`config.mk`:
```
export PLATFORM = sky130hd
export DESIGN_NAME = rrp_mult
export DESIGN_NICKNAME = d
export VERILOG_FILES = /design/src/rrp_pkg.sv /design/src/rrp_mult.sv /design/src/rrp_mult_step.sv /design/src/rrp_partial_product.sv /design/src/rrp_digit_add.sv
export VERILOG_INCLUDE_DIRS = /design/src
export SDC_FILE = /design/constraint.sdc
export NUM_CORES = 2
export LEC_CHECK = 0
export ABC_AREA = 1
export ABC_CLOCK_PERIOD_IN_PS = 6900
export BUFFER_PORTS_ARGS = -buffer_cell sky130_fd_sc_hd__buf_2
export CAP_MARGIN = 40
export CORE_ASPECT_RATIO = 0.5
export CORE_MARGIN = 8
export CORE_UTILIZATION = 30
export CTS_CLUSTER_SIZE = 10
export DETAILED_ROUTE_END_ITERATION = 8
export HOLD_SLACK_MARGIN = 0.12
export SLEW_MARGIN = 0
export SYNTH_ARGS = -nofsm -noshare
export SYNTH_HDL_FRONTEND = slang
export SYNTH_SLANG_ARGS = --single-unit
```
`constraint.sdc`:
```
create_clock -name clock -period 6.9 [get_ports clock]
set_input_delay 1.38 -clock clock [delete_from_list [all_inputs] [get_ports clock]]
set_output_delay 1.38 -clock clock [all_outputs]
set_load 0.1 [all_outputs]
```
`src/rrp_cfg.svh`:
```
// size macros for the signed-digit multiplier, included by the package, the rtl and the testbench
`ifndef RRP_CFG_SVH
`define RRP_CFG_SVH

// digits per operand, index 0 is the least significant digit
`define RRP_WIDTH 8

// radix, a power of two above 2
`define RRP_RADIX 4

// one sign bit on top of log2 of the radix
`define RRP_DIGIT_BITS ($clog2(`RRP_RADIX) + 1)

// maximally redundant digit set runs from -(radix-1) to radix-1
`define RRP_DIGIT_MAX (`RRP_RADIX - 1)

// input register, one cycle per multiply step, output register
// counted from the edge the operands are driven on
`define RRP_LATENCY (`RRP_WIDTH + 2)

`endif
```
`src/rrp_pkg.sv`:
```
// digit and vector types plus the shared transfer rule, imported by every multiplier module
`include "rrp_cfg.svh"

package rrp_pkg;

	// one two's-complement digit
	typedef logic signed [`RRP_DIGIT_BITS-1:0] rrp_digit_t;

	// operand, partial product and product as packed digit vectors
	typedef rrp_digit_t [`RRP_WIDTH-1:0] rrp_operand_t;
	typedef rrp_digit_t [`RRP_WIDTH:0] rrp_pprod_t;
	typedef rrp_digit_t [2*`RRP_WIDTH:0] rrp_product_t;

	// sum of two digits needs one extra bit
	typedef logic signed [`RRP_DIGIT_BITS:0] rrp_dsum_t;

	// product of two digits needs twice the digit width
	typedef logic signed [2*`RRP_DIGIT_BITS-1:0] rrp_dprod_t;

	// transfer digit, only -1, 0 or +1
	typedef logic signed [1:0] rrp_xfer_t;

	localparam int RRP_LOG2_RADIX = $clog2(`RRP_RADIX);
	localparam int RRP_PROD_DIGITS = 2*`RRP_WIDTH + 1;
	localparam rrp_dsum_t RRP_DSUM_MAX = rrp_dsum_t'(`RRP_DIGIT_MAX);
	localparam rrp_dprod_t RRP_HALF_RADIX = rrp_dprod_t'(`RRP_RADIX / 2);

	// transfer out of one position
	// |sum| >= radix-1 moves one radix unit up, which leaves |interim| <= radix-2
	function automatic rrp_xfer_t rrp_transfer(input rrp_dsum_t s);
		rrp_xfer_t t;
		if (s >= RRP_DSUM_MAX) begin
			t = 2'sb01;
		end else if (s <= -RRP_DSUM_MAX) begin
			t = 2'sb11;
		end else begin
			t = 2'sb00;
		end
		return t;
	endfunction

	// interim digit, sum minus transfer times radix
	// small enough that adding the incoming transfer stays in the digit set
	function automatic rrp_digit_t rrp_interim(input rrp_dsum_t s);
		rrp_dsum_t w;
		w = s - (rrp_dsum_t'(rrp_transfer(s)) <<< RRP_LOG2_RADIX);
		return rrp_digit_t'(w);
	endfunction

endpackage

```
`src/rrp_mult.sv`:
```
// top of the pipelined signed-digit multiplier, takes a new operand pair every clock
`timescale 1ns/1ps

module rrp_mult import rrp_pkg::*; (
	input logic clock,
	input logic rst_n,
	input rrp_operand_t x_in,
	input rrp_operand_t y_in,
	output rrp_product_t product
);

	localparam int N = `RRP_WIDTH;

	// chain between stages, index j feeds step j
	rrp_operand_t x_c [0:N-1];
	rrp_operand_t y_c [0:N-1];
	rrp_product_t acc_c [0:N];

	// input registers
	always_ff @(posedge clock) begin
		if (!rst_n) begin
			x_c[0] <= '0;
			y_c[0] <= '0;
		end else begin
			x_c[0] <= x_in;
			y_c[0] <= y_in;
		end
	end

	// first step starts from a zero accumulator
	assign acc_c[0] = '0;

	genvar j;
	generate
		for (j = 0; j < N; j++) begin : g_step
			if (j < N - 1) begin : g_mid
				rrp_mult_step #(
					.STEP(j)
				) rrp_mult_step_i (
					.clock(clock),
					.rst_n(rst_n),
					.x(x_c[j]),
					.y(y_c[j]),
					.acc(acc_c[j]),
					.x_q(x_c[j+1]),
					.y_q(y_c[j+1]),
					.acc_q(acc_c[j+1])
				);
			end else begin : g_last
				// operands are not needed past the last digit of y
				rrp_mult_step #(
					.STEP(j)
				) rrp_mult_step_i (
					.clock(clock),
					.rst_n(rst_n),
					.x(x_c[j]),
					.y(y_c[j]),
					.acc(acc_c[j]),
					.x_q(),
					.y_q(),
					.acc_q(acc_c[j+1])
				);
			end
		end
	endgenerate

	// output register, exact product still in redundant form
	always_ff @(posedge clock) begin
		if (!rst_n) begin
			product <= '0;
		end else begin
			product <= acc_c[N];
		end
	end

endmodule

```
`src/rrp_mult_step.sv`:
```
// one pipeline stage of the multiplier, adds the shifted partial product for digit STEP of y
`timescale 1ns/1ps

module rrp_mult_step import rrp_pkg::*; #(
	parameter int STEP = 0
) (
	input logic clock,
	input logic rst_n,
	input rrp_operand_t x,
	input rrp_operand_t y,
	input rrp_product_t acc,
	output rrp_operand_t x_q,
	output rrp_operand_t y_q,
	output rrp_product_t acc_q
);

	// the digit of y this stage consumes
	rrp_digit_t y_d;

	rrp_pprod_t pp;
	rrp_product_t pp_wide;
	rrp_product_t acc_next;

	assign y_d = y[STEP];

	// x times one digit of y
	rrp_partial_product rrp_partial_product_i (
		.x(x),
		.d(y_d),
		.pp(pp)
	);

	// place pp at weight radix^STEP
	// STEP + width + 1 digits still fit inside the product vector
	always_comb begin
		pp_wide = '0;
		pp_wide[STEP +: `RRP_WIDTH+1] = pp;
	end

	// accumulate without a carry chain
	rrp_digit_add rrp_digit_add_i (
		.a(acc),
		.b(pp_wide),
		.sum(acc_next)
	);

	// operands move along with their partial sum
	always_ff @(posedge clock) begin
		if (!rst_n) begin
			x_q <= '0;
			y_q <= '0;
			acc_q <= '0;
		end else begin
			x_q <= x;
			y_q <= y;
			acc_q <= acc_next;
		end
	end

endmodule

```
`src/rrp_partial_product.sv`:
```
// operand vector times one digit, giving a redundant partial product one digit wider
`timescale 1ns/1ps

module rrp_partial_product import rrp_pkg::*; (
	input rrp_operand_t x,
	input rrp_digit_t d,
	output rrp_pprod_t pp
);

	localparam int N = `RRP_WIDTH;

	// high and low digits of each digit product
	rrp_digit_t hi [0:N-1];
	rrp_digit_t lo [0:N-1];

	// xfer[i] is the transfer into pp position i
	rrp_xfer_t xfer [0:N];

	assign xfer[0] = 2'sb00;

	genvar i;
	generate
		for (i = 0; i < N; i++) begin : g_split
			rrp_digit_t x_d;
			rrp_dprod_t prod;
			rrp_dprod_t hi_full;

			assign x_d = x[i];

			// |prod| <= (radix-1)^2
			assign prod = x_d * d;

			// round to nearest radix multiple
			// gives |hi| <= radix-2 and |lo| <= radix/2
			assign hi_full = (prod + RRP_HALF_RADIX) >>> RRP_LOG2_RADIX;
			assign hi[i] = rrp_digit_t'(hi_full);
			assign lo[i] = rrp_digit_t'(prod - (hi_full <<< RRP_LOG2_RADIX));
		end

		for (i = 0; i < N; i++) begin : g_merge
			rrp_dsum_t s;

			// low digit of i plus high digit from i-1
			if (i == 0) begin : g_first
				assign s = lo[i];
			end else begin : g_rest
				assign s = lo[i] + hi[i-1];
			end

			// same transfer rule as the adder
			assign xfer[i+1] = rrp_transfer(s);
			assign pp[i] = rrp_interim(s) + rrp_digit_t'(xfer[i]);
		end
	endgenerate

	// top digit holds only the last high digit
	// |hi| <= radix-2, so adding a transfer stays legal
	assign pp[N] = hi[N-1] + rrp_digit_t'(xfer[N]);

endmodule

```
`src/rrp_digit_add.sv`:
```
// carry-free adder of two product-wide digit vectors, used by every multiply step
`timescale 1ns/1ps

module rrp_digit_add import rrp_pkg::*; (
	input rrp_product_t a,
	input rrp_product_t b,
	output rrp_product_t sum
);

	localparam int N = RRP_PROD_DIGITS;

	// xfer[i] is the transfer into position i
	rrp_xfer_t xfer [0:N-1];

	// nothing comes in below digit 0
	assign xfer[0] = 2'sb00;

	genvar i;
	generate
		for (i = 0; i < N; i++) begin : g_pos
			rrp_digit_t a_d;
			rrp_digit_t b_d;
			rrp_dsum_t s;

			// pull the digits out as signed values
			assign a_d = a[i];
			assign b_d = b[i];

			// raw position sum, range is twice the digit set
			assign s = a_d + b_d;

			if (i < N - 1) begin : g_mid
				rrp_digit_t w;

				// split into transfer up and interim digit kept
				assign xfer[i+1] = rrp_transfer(s);
				assign w = rrp_interim(s);

				// interim plus transfer from below, back in the digit set
				assign sum[i] = w + rrp_digit_t'(xfer[i]);
			end else begin : g_top
				rrp_digit_t w;

				// top position never transfers
				// the accumulated value stays below radix^(2*width)
				// so the top sum is at most radix-2 in magnitude
				assign w = rrp_digit_t'(s);
				assign sum[i] = w + rrp_digit_t'(xfer[i]);
			end
		end
	endgenerate

	// every output digit depends only on positions i and i-1
	// delay does not grow with the width

endmodule

```
==> impl_metrics.json <==
{
  "status": "finished, final reports clean",
  "grt_setup_unrepaired": "true",
  "final_cells": 11047,
  "clockBufferDepth": 3,
  "ys.warnings.count": 0,
  "synth_top_cell_by_area": "ha_1",
  "routed_wirelength_mm": 125,
  "r2r_slack_ps": 240,
  "rr_startpoint": "g_step[4].g_mid.rrp_mult_step_i.y_q[17]",
  "die_h_um": 340,
  "seqPwrFrac": 0.198,
  "crit_path_start": "g_step[4].g_mid.rrp_mult_step_i.y_q[17]",
  "drcViolationCount": 0,
  "via_count": 46676,
  "synth_seq_cells": 665,
  "stdcell_area_um2": 73800,
  "syn_area_um2": 62900,
  "cts-root-buf": "clkbuf_16",
  "path_clk_slew_ps": 60,
  "post-route-period-util": 0.965,
  "cts_buffers": 82,
  "p_leak_nw": 41.0,
  "cp.arrival_ps": 7300,
  "antenna_found_initial": 2,
  "area_delta_synth_final_pct": 17.4,
  "grt-ovfl-total": 0,
  "required_ps": 7550,
  "grt_max_degree": 161,
  "synth.most_common_cell": "inv_1",
  "grt_pass1_vias": 46326,
  "clkPwrFrac": 0.157,
  "final_max_slew_viol_count": 0,
  "cp-end-kind": "register",
  "pin_count": 101,
  "finalSetupViolCount": 0,
  "numPortBuffers": 100,
  "via_per_inst": 4.23,
  "finalNetCount": 9770,
  "htreeDepth": 3,
  "swShare": 0.436,
  "p_sw_mw": 11.5,
  "critPathKind": "reg -> reg",
  "async_reset_ff_frac": 0,
  "fin_worst_skew_ps": 34.1,
  "fmax_ghz": 0.150,
  "cp_max_fo": 4,
  "cts_sinks": 665,
  "cts_tree": "done",
  "min_path_type": "reg -> reg",
  "synth_common_cells": "inv_1 (1725), nand2_1 (1386), ha_1 (1151)",
  "first_iter_violations": 1595,
  "synth.avg_cell_area_um2": 7.97,
  "wl_per_cell_um": 11.3,
  "internal_power_mw": 14.8,
  "ys_seq_area_frac": 0.212,
  "ys.flop_type": "dfxtp_1",
  "min_from": "g_step[3].g_mid.rrp_mult_step_i.y_q[19]",
  "first_pass_iters": 5,
  "slew_headroom": 0.454,
  "finalHoldViolCount": 0,
  "worstSetupStartpointType": "register",
  "drive_gt1_frac": 0.138,
  "p_per_area_nw_per_um2": 357,
  "coreArea_um2": 208000,
  "grt_usage": 0.109,
  "worst_path_max_delay_cell": "fa_1",
  "clk_latency_ps": 710,
  "grt_pass1_wl_mm": 212,
  "die_x_um": 664,
  "dp.cells": 10846,
  "crit_top_cell": "xor2_1",
  "initial_core_util": 0.303,
  "fp-row-count": 118,
  "synth_area_leaders": "ha_1 (23%), dfxtp_1 (21%), inv_1 (10%)",
  "vdd_ir_drop_max_mv": 0.268,
  "dieArea_um2": 225000,
  "synth.top_cell.area_share": 0.229,
  "final_antenna_net_count": 0,
  "hpwl_mm": 98.6,
  "maxCapViolCount": 0,
  "synth-edff-count": 0,
  "synth_cell_types": 48,
  "placed_area_um2": 68100,
  "routabilityCongestion": 0.807,
  "max_stage_delay_ps": 480,
  "combPwrFrac": 0.645,
  "worst_pin_slew_ps": 819,
  "synth_cells": 7887,
  "fillers": 21272,
  "hold_buffers": 0,
  "min_period_ps": 6660
}
-- stage by stage --
step,power (mW),setup WS [ps],hold WS (ps),TNS [ps],utilization
detailed placement,21.0,-171,395,-725,0.328
finish,26.3,243,405,0,0.355
global placement,20.7,-154,394,-154,0.328
global route,29.3,-194,422,-1350,0.355
CTS,25.4,-69.3,401,-69.3,0.340
floorplan,17.5,-57.8,390,-57.8,-
-- sequential cells by signal, summed over array words and instances, names as in the netlist --
signal                               flops
g_step.g_mid.rrp_mult_step_i.acc_q     265
g_step.g_mid.rrp_mult_step_i.x_q       168
g_step.g_mid.rrp_mult_step_i.y_q        84
g_step.g_last.rrp_mult_step_i.acc_q     50
product                                 50
x_c                                     24
y_c                                     24
-- layout make-up --
class	instances	area, um^2	share of cell area
multi-input cells	5366	45100	0.611
flip-flops and latches	665	13300	0.181
inverters	1733	6530	0.0885
well taps	2760	3450	0.0468
repair buffers	402	2920	0.0395
clock buffers	105	2250	0.0305
clock inverters	15	251	0.00341
diodes	1	2.50	0.0000339
-- repair_timing --
| action | CTS | global route |
|---|---|---|
| buffers inserted | 2 | 78 |
| setup endpoints to repair | 11 | 62 |
| resized for setup | 29 | 642 |
| pin swaps | 3 | 358 |
-- final timing paths --
check / endpoint / depth (start not counted)
max: g_step[5].g_mid.rrp_mult_step_i.acc_q[32] / 36
min: g_step[4].g_mid.rrp_mult_step_i.y_q[19] / 2
max reg2reg: g_step[5].g_mid.rrp_mult_step_i.acc_q[32] / 36
min reg2reg: g_step[4].g_mid.rrp_mult_step_i.y_q[19] / 2
-- worst max-delay path: cells and delay by family (launching register included) --
| family | cells | cell delay [ps] |
|---|---|---|
| flops | 1 | 330 |
| fa+ha+maj | 9 | 2360 |
| buf+inv | 5 | 340 |
| xor+xnor | 11 | 1850 |
| compound gates | 6 | 1010 |
| simple gates | 5 | 740 |
-- power groups by stage --
stage          registers (mW)  clock network, mW  logic [mW]
5_1_grt                  5.31               4.48        19.5
4_1_cts                  5.23               4.31        15.9
2_1_floorplan            5.53                  0        12.0
6_report                 5.22               4.13        17.0
3_3_place_gp             5.30                  0        15.4
3_5_place_dp             5.31                  0        15.6
-- cells in the final DEF, fill, tap and decap left out, types with 98 or more instances in the layout --
cell     instances
inv_1         1701
fa_1           296
or2_2           98
xnor2_1        257
xor2_1         610
buf_2           99
a21oi_1        141
nand3_1        249
nand2_1       1365
nor2_1         282
ha_1          1063
o21ai_0        244
dfxtp_1        646
buf_4          282
-- metal layers --
metal,routed length (um),track usage,up-vias,part of all wire
met5,0,0,-,0
met3,3380,0.0167,158,0.027
met4,2930,0.0279,0,0.023
li1,-,-,24905,-
met2,59800,0.194,354,0.48
met1,58600,0.136,21259,0.47
-- logic make-up after synthesis --
kind of cell	Yosys count	share of synthesized area
simple gates	2207	0.150
buf+inv	1871	0.112
fa+ha+maj	1470	0.331
xor+xnor	961	0.134
compound gates	711	0.0620
flops	665	0.212
other cells	2	0.000119
(Power assumes the default switching activity.)
